[src/source/sd_pkg.sv]
package sd_pkg;

  typedef logic [5:0]  cmd_index_t;
  typedef logic [31:0] cmd_arg_t;
  typedef logic [7:0]  r1_t;
  // card clock half-period in system clock cycles
  typedef logic [15:0] clk_div_t;

  typedef struct packed {
    cmd_index_t index;
    cmd_arg_t   arg;
  } sd_cmd_t;

  // payload holds the trailing four bytes of R7/R3
  typedef struct packed {
    r1_t         r1;
    logic [31:0] payload;
    logic        timed_out;
  } sd_resp_t;

  typedef enum logic [2:0] {
    st_power_wait,
    st_issue,
    st_cmd_wait,
    st_resp_wait,
    st_done,
    st_error
  } init_state_e;

  localparam int cmd_frame_bits     = 48;
  localparam int resp_short_bits    = 8;
  localparam int resp_long_bits     = 40;
  localparam int resp_timeout_ticks = 100;
  localparam int max_retries        = 10;

  localparam r1_t r1_idle         = 8'h01;
  localparam r1_t r1_ready        = 8'h00;
  localparam r1_t r1_illegal_idle = 8'h05;

  // 2.7-3.6 V plus check pattern
  localparam cmd_arg_t cmd8_arg   = 32'h0000_01AA;
  // HCS set
  localparam cmd_arg_t acmd41_arg = 32'h4000_0000;
  localparam logic [7:0] check_pattern = 8'hAA;
  localparam logic [3:0] voltage_ok    = 4'h1;

  localparam cmd_index_t cmd0_idx   = 6'd0;
  localparam cmd_index_t cmd8_idx   = 6'd8;
  localparam cmd_index_t cmd55_idx  = 6'd55;
  localparam cmd_index_t acmd41_idx = 6'd41;
  localparam cmd_index_t cmd58_idx  = 6'd58;

  localparam clk_div_t default_slow_div = 16'd125;
  localparam clk_div_t default_fast_div = 16'd2;
  localparam int unsigned default_init_wait = 1_000_000;

endpackage

[src/source/sd_clk_gen.sv]
`timescale 1ns/1ps

module sd_clk_gen import sd_pkg::*; #(
  parameter clk_div_t slow_div = default_slow_div,
  parameter clk_div_t fast_div = default_fast_div
) (
  input  logic clk,
  input  logic rst_n,
  input  logic fast_clk,
  output logic sd_cclk,
  output logic fall_tick,
  output logic rise_tick
);

  clk_div_t div;
  clk_div_t cnt_q;

  assign div = fast_clk ? fast_div : slow_div;

  always_ff @(posedge clk or negedge rst_n) begin
    if (!rst_n) begin
      cnt_q     <= slow_div - 16'd1;
      sd_cclk   <= 1'b0;
      fall_tick <= 1'b0;
      rise_tick <= 1'b0;
    end else if (cnt_q == '0) begin
      // toggle and flag which edge was made
      cnt_q     <= div - 16'd1;
      sd_cclk   <= ~sd_cclk;
      fall_tick <= sd_cclk;
      rise_tick <= ~sd_cclk;
    end else begin
      cnt_q     <= cnt_q - 16'd1;
      fall_tick <= 1'b0;
      rise_tick <= 1'b0;
    end
  end

endmodule

[src/source/sd_cmd_tx.sv]
`timescale 1ns/1ps

module sd_cmd_tx import sd_pkg::*; (
  input  logic    clk,
  input  logic    rst_n,
  input  logic    cmd_start,
  input  sd_cmd_t cmd,
  input  logic    fall_tick,
  output logic    sd_cmd,
  output logic    cmd_done
);

  // start, transmission, index and argument
  logic [39:0] head_q;
  logic [6:0]  crc_q;
  logic [5:0]  bit_cnt_q;
  logic        busy_q;
  logic        crc_fb;

  // CRC7 feedback, generator x^7 + x^3 + 1
  assign crc_fb = head_q[39] ^ crc_q[6];

  always_ff @(posedge clk) begin
    if (cmd_start) begin
      head_q <= {2'b01, cmd.index, cmd.arg};
      crc_q  <= '0;
    end else if (busy_q && fall_tick) begin
      if (bit_cnt_q < 6'(cmd_frame_bits - 8)) begin
        head_q <= {head_q[38:0], 1'b0};
        crc_q  <= {crc_q[5:0], 1'b0} ^ (crc_fb ? 7'h09 : 7'h00);
      end else begin
        crc_q <= {crc_q[5:0], 1'b0};
      end
    end
  end

  always_ff @(posedge clk or negedge rst_n) begin
    if (!rst_n) begin
      sd_cmd    <= 1'b1;
      cmd_done  <= 1'b0;
      bit_cnt_q <= '0;
      busy_q    <= 1'b0;
    end else begin
      cmd_done <= 1'b0;
      if (cmd_start) begin
        busy_q    <= 1'b1;
        bit_cnt_q <= '0;
      end else if (busy_q && fall_tick) begin
        bit_cnt_q <= bit_cnt_q + 6'd1;
        if (bit_cnt_q < 6'(cmd_frame_bits - 8)) begin
          sd_cmd <= head_q[39];
        end else if (bit_cnt_q < 6'(cmd_frame_bits - 1)) begin
          sd_cmd <= crc_q[6];
        end else begin
          // stop bit, then one more period before done
          sd_cmd <= 1'b1;
          if (bit_cnt_q == 6'(cmd_frame_bits)) begin
            busy_q   <= 1'b0;
            cmd_done <= 1'b1;
          end
        end
      end
    end
  end

endmodule

[src/source/sd_resp_rx.sv]
`timescale 1ns/1ps

module sd_resp_rx import sd_pkg::*; (
  input  logic     clk,
  input  logic     rst_n,
  input  logic     resp_start,
  input  logic     resp_long,
  input  logic     rise_tick,
  input  logic     sd_data0,
  output logic     resp_done,
  output sd_resp_t resp
);

  logic                      busy_q;
  logic                      hunt_q;
  logic                      long_q;
  logic [5:0]                bit_cnt_q;
  logic [7:0]                tick_cnt_q;
  logic [resp_long_bits-1:0] shift_q;
  logic [resp_long_bits-1:0] shift_next;
  logic [5:0]                last_bit;
  logic                      capture;
  logic                      timeout_hit;
  logic                      last_hit;

  assign shift_next  = {shift_q[resp_long_bits-2:0], sd_data0};
  assign last_bit    = long_q ? 6'(resp_long_bits - 1) : 6'(resp_short_bits - 1);
  // still hunting while the line stays high
  assign capture     = busy_q && rise_tick && !(hunt_q && sd_data0);
  assign timeout_hit = busy_q && rise_tick && hunt_q && sd_data0 &&
                       (tick_cnt_q == 8'(resp_timeout_ticks - 1));
  assign last_hit    = capture && (bit_cnt_q == last_bit);

  always_ff @(posedge clk) begin
    if (capture) begin
      shift_q <= shift_next;
    end
    if (timeout_hit) begin
      resp <= '{r1: '1, payload: '0, timed_out: 1'b1};
    end else if (last_hit) begin
      resp.r1        <= long_q ? shift_next[39:32] : shift_next[7:0];
      resp.payload   <= long_q ? shift_next[31:0] : '0;
      resp.timed_out <= 1'b0;
    end
  end

  always_ff @(posedge clk or negedge rst_n) begin
    if (!rst_n) begin
      busy_q     <= 1'b0;
      hunt_q     <= 1'b0;
      long_q     <= 1'b0;
      bit_cnt_q  <= '0;
      tick_cnt_q <= '0;
      resp_done  <= 1'b0;
    end else begin
      resp_done <= timeout_hit || last_hit;
      if (resp_start) begin
        busy_q     <= 1'b1;
        hunt_q     <= 1'b1;
        long_q     <= resp_long;
        bit_cnt_q  <= '0;
        tick_cnt_q <= '0;
      end else if (timeout_hit || last_hit) begin
        busy_q <= 1'b0;
      end else if (capture) begin
        hunt_q    <= 1'b0;
        bit_cnt_q <= bit_cnt_q + 6'd1;
      end else if (busy_q && rise_tick) begin
        tick_cnt_q <= tick_cnt_q + 8'd1;
      end
    end
  end

endmodule

[src/source/sd_init_fsm.sv]
`timescale 1ns/1ps

module sd_init_fsm import sd_pkg::*; #(
  parameter int unsigned init_wait = default_init_wait
) (
  input  logic     clk,
  input  logic     rst_n,
  input  logic     cmd_done,
  input  logic     resp_done,
  input  sd_resp_t resp,
  output logic     cmd_start,
  output sd_cmd_t  cmd,
  output logic     resp_start,
  output logic     resp_long,
  output logic     fast_clk,
  output logic     sd_cs,
  output logic     init_done,
  output logic     init_error,
  output logic     high_capacity
);

  init_state_e state_q;
  logic [31:0] wait_cnt_q;
  logic [3:0]  cmd0_tries_q;
  logic [3:0]  acmd41_tries_q;
  // set once ACMD41 reports ready, marks the second CMD58
  logic        card_ready_q;
  logic        cmd8_ok;

  // only CMD8 (R7) and CMD58 (R3) carry the four trailing bytes
  assign resp_long = (cmd.index == cmd8_idx) || (cmd.index == cmd58_idx);

  // v1 card rejects CMD8, v2 card must echo voltage and pattern
  assign cmd8_ok = (resp.r1 == r1_illegal_idle) ||
                   ((resp.r1 == r1_idle) && (resp.payload[11:8] == voltage_ok) &&
                    (resp.payload[7:0] == check_pattern));

  always_ff @(posedge clk or negedge rst_n) begin
    if (!rst_n) begin
      state_q        <= st_power_wait;
      wait_cnt_q     <= '0;
      cmd0_tries_q   <= '0;
      acmd41_tries_q <= '0;
      card_ready_q   <= 1'b0;
      cmd_start      <= 1'b0;
      cmd            <= '0;
      resp_start     <= 1'b0;
      fast_clk       <= 1'b0;
      sd_cs          <= 1'b1;
      init_done      <= 1'b0;
      init_error     <= 1'b0;
      high_capacity  <= 1'b0;
    end else begin
      cmd_start  <= 1'b0;
      resp_start <= 1'b0;
      case (state_q)
        st_power_wait: begin
          wait_cnt_q <= wait_cnt_q + 32'd1;
          if (wait_cnt_q == 32'(init_wait - 1)) begin
            sd_cs   <= 1'b0;
            cmd     <= '{index: cmd0_idx, arg: '0};
            state_q <= st_issue;
          end
        end
        st_issue: begin
          cmd_start <= 1'b1;
          state_q   <= st_cmd_wait;
        end
        st_cmd_wait: begin
          if (cmd_done) begin
            resp_start <= 1'b1;
            state_q    <= st_resp_wait;
          end
        end
        st_resp_wait: begin
          if (resp_done) begin
            state_q <= st_issue;
            case (cmd.index)
              cmd0_idx: begin
                if (resp.timed_out || resp.r1 != r1_idle) begin
                  // resend CMD0 unless out of tries
                  if (cmd0_tries_q == 4'(max_retries - 1)) begin
                    state_q <= st_error;
                  end
                  cmd0_tries_q <= cmd0_tries_q + 4'd1;
                end else begin
                  cmd <= '{index: cmd8_idx, arg: cmd8_arg};
                end
              end
              cmd8_idx: begin
                if (cmd8_ok) begin
                  cmd <= '{index: cmd58_idx, arg: '0};
                end else begin
                  state_q <= st_error;
                end
              end
              cmd58_idx: begin
                if (card_ready_q) begin
                  if (resp.timed_out) begin
                    state_q <= st_error;
                  end else begin
                    // OCR bit 30 is CCS
                    high_capacity <= resp.payload[30];
                    fast_clk      <= 1'b1;
                    state_q       <= st_done;
                  end
                end else if (resp.r1 == r1_idle) begin
                  cmd <= '{index: cmd55_idx, arg: '0};
                end else begin
                  state_q <= st_error;
                end
              end
              cmd55_idx: begin
                if (resp.r1 == r1_idle || resp.r1 == r1_ready) begin
                  cmd <= '{index: acmd41_idx, arg: acmd41_arg};
                end else begin
                  state_q <= st_error;
                end
              end
              acmd41_idx: begin
                if (resp.r1 == r1_ready) begin
                  card_ready_q <= 1'b1;
                  cmd          <= '{index: cmd58_idx, arg: '0};
                end else if (resp.r1 == r1_idle) begin
                  // still initializing, go round the pair again
                  if (acmd41_tries_q == 4'(max_retries - 1)) begin
                    state_q <= st_error;
                  end
                  acmd41_tries_q <= acmd41_tries_q + 4'd1;
                  cmd            <= '{index: cmd55_idx, arg: '0};
                end else begin
                  state_q <= st_error;
                end
              end
              default: state_q <= st_error;
            endcase
          end
        end
        st_done:  init_done  <= 1'b1;
        st_error: init_error <= 1'b1;
        default:  state_q    <= st_error;
      endcase
    end
  end

endmodule

[src/source/sd_spi_init.sv]
`timescale 1ns/1ps

module sd_spi_init import sd_pkg::*; #(
  parameter clk_div_t    slow_div  = default_slow_div,
  parameter clk_div_t    fast_div  = default_fast_div,
  parameter int unsigned init_wait = default_init_wait
) (
  input  logic clk,
  input  logic rst_n,
  input  logic sd_data0,
  output logic sd_cclk,
  output logic sd_cmd,
  output logic sd_cs,
  output logic init_done,
  output logic init_error,
  output logic high_capacity
);

  logic     fast_clk;
  logic     fall_tick;
  logic     rise_tick;
  logic     cmd_start;
  logic     cmd_done;
  sd_cmd_t  cmd;
  logic     resp_start;
  logic     resp_long;
  logic     resp_done;
  sd_resp_t resp;

  sd_init_fsm #(
    .init_wait(init_wait)
  ) i_fsm (
    .clk          (clk),
    .rst_n        (rst_n),
    .cmd_done     (cmd_done),
    .resp_done    (resp_done),
    .resp         (resp),
    .cmd_start    (cmd_start),
    .cmd          (cmd),
    .resp_start   (resp_start),
    .resp_long    (resp_long),
    .fast_clk     (fast_clk),
    .sd_cs        (sd_cs),
    .init_done    (init_done),
    .init_error   (init_error),
    .high_capacity(high_capacity)
  );

  sd_clk_gen #(
    .slow_div(slow_div),
    .fast_div(fast_div)
  ) i_clk_gen (
    .clk      (clk),
    .rst_n    (rst_n),
    .fast_clk (fast_clk),
    .sd_cclk  (sd_cclk),
    .fall_tick(fall_tick),
    .rise_tick(rise_tick)
  );

  sd_cmd_tx i_cmd_tx (
    .clk      (clk),
    .rst_n    (rst_n),
    .cmd_start(cmd_start),
    .cmd      (cmd),
    .fall_tick(fall_tick),
    .sd_cmd   (sd_cmd),
    .cmd_done (cmd_done)
  );

  sd_resp_rx i_resp_rx (
    .clk       (clk),
    .rst_n     (rst_n),
    .resp_start(resp_start),
    .resp_long (resp_long),
    .rise_tick (rise_tick),
    .sd_data0  (sd_data0),
    .resp_done (resp_done),
    .resp      (resp)
  );

endmodule

[config.mk]
export PLATFORM = sky130hd
export DESIGN_NAME = sd_spi_init
export DESIGN_NICKNAME = d
export VERILOG_FILES = /design/src/source/sd_pkg.sv /design/src/source/sd_clk_gen.sv /design/src/source/sd_cmd_tx.sv /design/src/source/sd_resp_rx.sv /design/src/source/sd_init_fsm.sv /design/src/source/sd_spi_init.sv
export SDC_FILE = /design/constraint.sdc
export NUM_CORES = 1
export LEC_CHECK = 0
export BUFFER_PORTS_ARGS = -buffer_cell sky130_fd_sc_hd__buf_4
export CORE_MARGIN = 2
export CORE_UTILIZATION = 43
export DETAILED_ROUTE_END_ITERATION = 16
export GPL_TIMING_DRIVEN = 0
export PLACE_DENSITY = 0.7
export SYNTH_ARGS = -nofsm -noshare
export SYNTH_HDL_FRONTEND = slang
export SYNTH_SLANG_ARGS = --single-unit
[constraint.sdc]
create_clock -name clk -period 3.2 [get_ports clk]
set_input_delay 0.16 -clock clk [delete_from_list [all_inputs] [get_ports clk]]
set_output_delay 0.16 -clock clk [all_outputs]
set_load 0.03 [all_outputs]
==> results.json <==
{
  "synth_cell_types": 65,
  "synth.avg_cell_area_um2": 12.6,
  "dr.pass1.iters": 5,
  "dieWidth_um": 157,
  "ant_nets": 0,
  "postLayoutCoreUtil_pct": 50.2,
  "leakage_nw": 4.47,
  "critical-path-max-stage-delay_ns": 0.59,
  "fin_crit_sh_pct": 92.6,
  "netlist_area_um2": 10000,
  "die_y_um": 157,
  "finClkSkew_ns": 0.0224,
  "synth_mux_area_share_pct": 6.03,
  "max_freq_ghz": 0.337,
  "synthXorXnorAreaFrac_pct": 6.12,
  "clk_latency_ns": 0.52,
  "root_buffer": "clkbuf_16",
  "synth_ff_type": "dfrtp_1",
  "timing.final.hold_violations": 0,
  "crit_top_cell": "or4_1",
  "worstSetupPathType": "register to register",
  "vias_per_cell": 5.09,
  "synth_edf_count": 77,
  "status": "finished clean",
  "dieArea_um2": 24500,
  "yosys_warnings": 0,
  "vias": 5935,
  "cts_made_buffers": 25,
  "async_reset_ff_share_pct": 55.6,
  "rows": 55,
  "end_kind": "register",
  "routed_wl_mm": 17.0,
  "setup_viol": 0,
  "hold_class": "primary input to asynchronous set/reset pin",
  "gp_congestion": 0.837,
  "synthAdderAreaFrac_pct": 1.25,
  "cts.sinks": 243,
  "antenna_found_initial": 0,
  "synth_cells": 794,
  "critPathBufInv": 1,
  "synth_top_family_by_area": "simple AND/OR/NAND/NOR gates",
  "dpl_worst_slack_ns": 0.0689,
  "core-area_um2": 22800,
  "worstPathMaxFanout": 6,
  "path_clk_slew_ns": 0.06,
  "ir_worst_vdd_mv": 0.380,
  "start_util_pct": 44.0,
  "cp.required_ns": 3.60,
  "synth_compound_area_share_pct": 6.18,
  "grt_max_degree": 93,
  "fin_setup_tns_ns": 0,
  "area_growth_pct": 14.1,
  "portBuffers": 8,
  "cts-htree-levels": 1,
  "diodes": 0,
  "rsz0062_at_grt": "false",
  "slew_viol_final": 0,
  "grtUsageTotal_pct": 14.4,
  "path_delay_family": "simple AND/OR/NAND/NOR gates",
  "startpoint_type": "register",
  "drt_iter0_markers": 338,
  "clockBufferDepth": 3,
  "tightest_slew_ns": 0.971,
  "layout-drive-gt1-share_pct": 14.3,
  "ys_seq_area_share_pct": 63.1,
  "fin_nets": 847,
  "timing.slew.headroom_pct": 34.7,
  "grt_pass1_wl_mm": 29.2,
  "cts_tree": "built",
  "synth.ff_latch_count": 243,
  "post_cts_buffers": 0,
  "drt-wirelength-per-cell_um": 14.6,
  "io_pins": 9,
  "grt_pass1_vias": 5877,
  "worst_slack_ns": 0.236,
  "worstPathCellList": "or4_1 -> or4_1 -> buf_2 -> nor3_2 -> a21oi_1 -> ha_1 -> nand4bb_1 -> or3_1 -> nor4_1 -> xor2_1",
  "maxCapViolCount": 0,
  "fill_cells": 1973,
  "p_per_area_nw_per_um2": 541,
  "dp_hpwl_mm": 10.9,
  "synth.net_count": 807,
  "drcViolationCount": 0,
  "slowest_stage": "or4_1",
  "post_synth_and_or_nand_nor_area_fraction_pct": 15.3,
  "fin_crit_ns": 2.96,
  "grt_overflow_total": 0,
  "crit_arrival_ns": 3.36
}
## layout by cell type, fill, tap and decap left out, drive strengths merged, types with 7 or more instances in the layout
cell,instances
a21oi,19
nor2,56
a22o,13
nand2,65
dfstp,7
a21o,7
o21ai,9
or4,8
o21bai,7
and3,13
edfxtp,77
mux2i,12
nor3,16
nand2b,7
mux2,43
nand4,15
xor2,31
nor2b,28
xnor2,39
buf,22
ha,10
inv,19
o211ai,11
nand3,30
dfrtp,128
clkbuf,50
dfxtp,31
or3,8
nor4,13
## where the power goes
group	switching [W]	internal, W	total [W]
combinational	0.0000353	0.00000741	0.0000427
clock	0.00116	0.00179	0.00296
sequential	0	0.00319	0.00319
total	0.00120	0.00499	0.00618
## path summary, 6_finish.rpt
| kind | startpoint | end | slack, ns | cells past startpoint |
|---|---|---|---|---|
| worst max register to register | i_clk_gen.cnt_q[7] | i_clk_gen.cnt_q[10] | 0.24 | 10 |
| min in group clk | i_resp_rx.shift_q[30] | i_resp_rx.shift_q[31] | 0.42 | 0 |
| max in group asynchronous | rst_n | i_clk_gen.cnt_q[2] | 2.24 | 3 |
| worst min register to register | i_resp_rx.shift_q[30] | i_resp_rx.shift_q[31] | 0.42 | 0 |
| worst min-delay path | rst_n | i_fsm.cmd[12] | 0.15 | 2 |
| worst max-delay path | i_clk_gen.cnt_q[7] | i_clk_gen.cnt_q[10] | 0.24 | 10 |
## cell type report
| type | instances | area, um^2 | share of cell area [%] |
|---|---|---|---|
| sequential | 243 | 6320 | 55.3 |
| multi-input combinational | 505 | 3520 | 30.8 |
| clock buffer | 33 | 666 | 5.82 |
| tap | 313 | 392 | 3.43 |
| clock inverter | 13 | 178 | 1.55 |
| timing repair buffer | 13 | 159 | 1.39 |
| buffer | 28 | 130 | 1.14 |
| inverter | 18 | 67.6 | 0.591 |
## synthesized netlist by cell type, types with 15 or more instances
master,n,area [um^2]
nor3_1,15,75.1
dfxtp_1,31,621
a21oi_1,19,95.1
mux2_2,43,484
dfrtp_1,128,3200
nand3_1,29,145
xnor2_1,39,342
nor2_1,55,206
edfxtp_1,77,2310
nand2_1,65,244
xor2_1,31,272
inv_1,18,67.6
nor2b_1,28,175
nand4_1,15,93.8
clkbuf_1,17,63.8
## registers in the layout, indices dropped and copies added, names as in the netlist, 3 cells and up
signal	cells
i_cmd_tx.bit_cnt_q	6
i_cmd_tx.head_q	40
i_resp_rx.bit_cnt_q	6
i_cmd_tx.crc_q	7
i_fsm.acmd41_tries_q	4
i_resp_rx.tick_cnt_q	8
i_fsm.wait_cnt_q	32
i_fsm.cmd	38
i_clk_gen.cnt_q	16
i_fsm.state_q	3
i_resp_rx.shift_q	39
i_resp_rx.resp	22
i_fsm.cmd0_tries_q	4
## logic make-up after synthesis
| family | count (synthesis) |
|---|---|
| multiplexers | 55 |
| AND/OR/NAND/NOR | 287 |
| buffers and inverters | 46 |
| AO/OA/AOI/OAI | 83 |
| adder cells (fa/ha/maj) | 10 |
| flip-flops | 243 |
| XOR/XNOR | 70 |
## stage by stage
step | cells | cell area [um^2] | total power [W] | hold slack [ns]
6_report | 1166 | 11400 | 0.00618 | 0.148
3_5_place_dp | 1118 | 10600 | 0.00329 | 0.118
2_1_floorplan | 794 | 10000 | 0.00325 | -0.136
4_1_cts | 1166 | 11400 | 0.00627 | 0.154
5_1_grt | 1166 | 11400 | 0.00639 | 0.186
3_3_place_gp | 1115 | 10500 | 0.00329 | 0.405
## metal layers
layer  part of all wire, %  wire, um  global-route usage (%)
met2                    44      7530                    21.7
met3                   3.4       581                    2.66
met5                     0         0                       0
met4                   1.8       303                    3.41
met1                    50      8570                    21.7
## timing repair
item / CTS / global route
gates resized for setup: 0 / 1
endpoints found under the hold margin: 45 / 0
hold buffers: 2 / 0
endpoints found under the setup margin: 0 / 4
(Power assumes the default switching activity.)
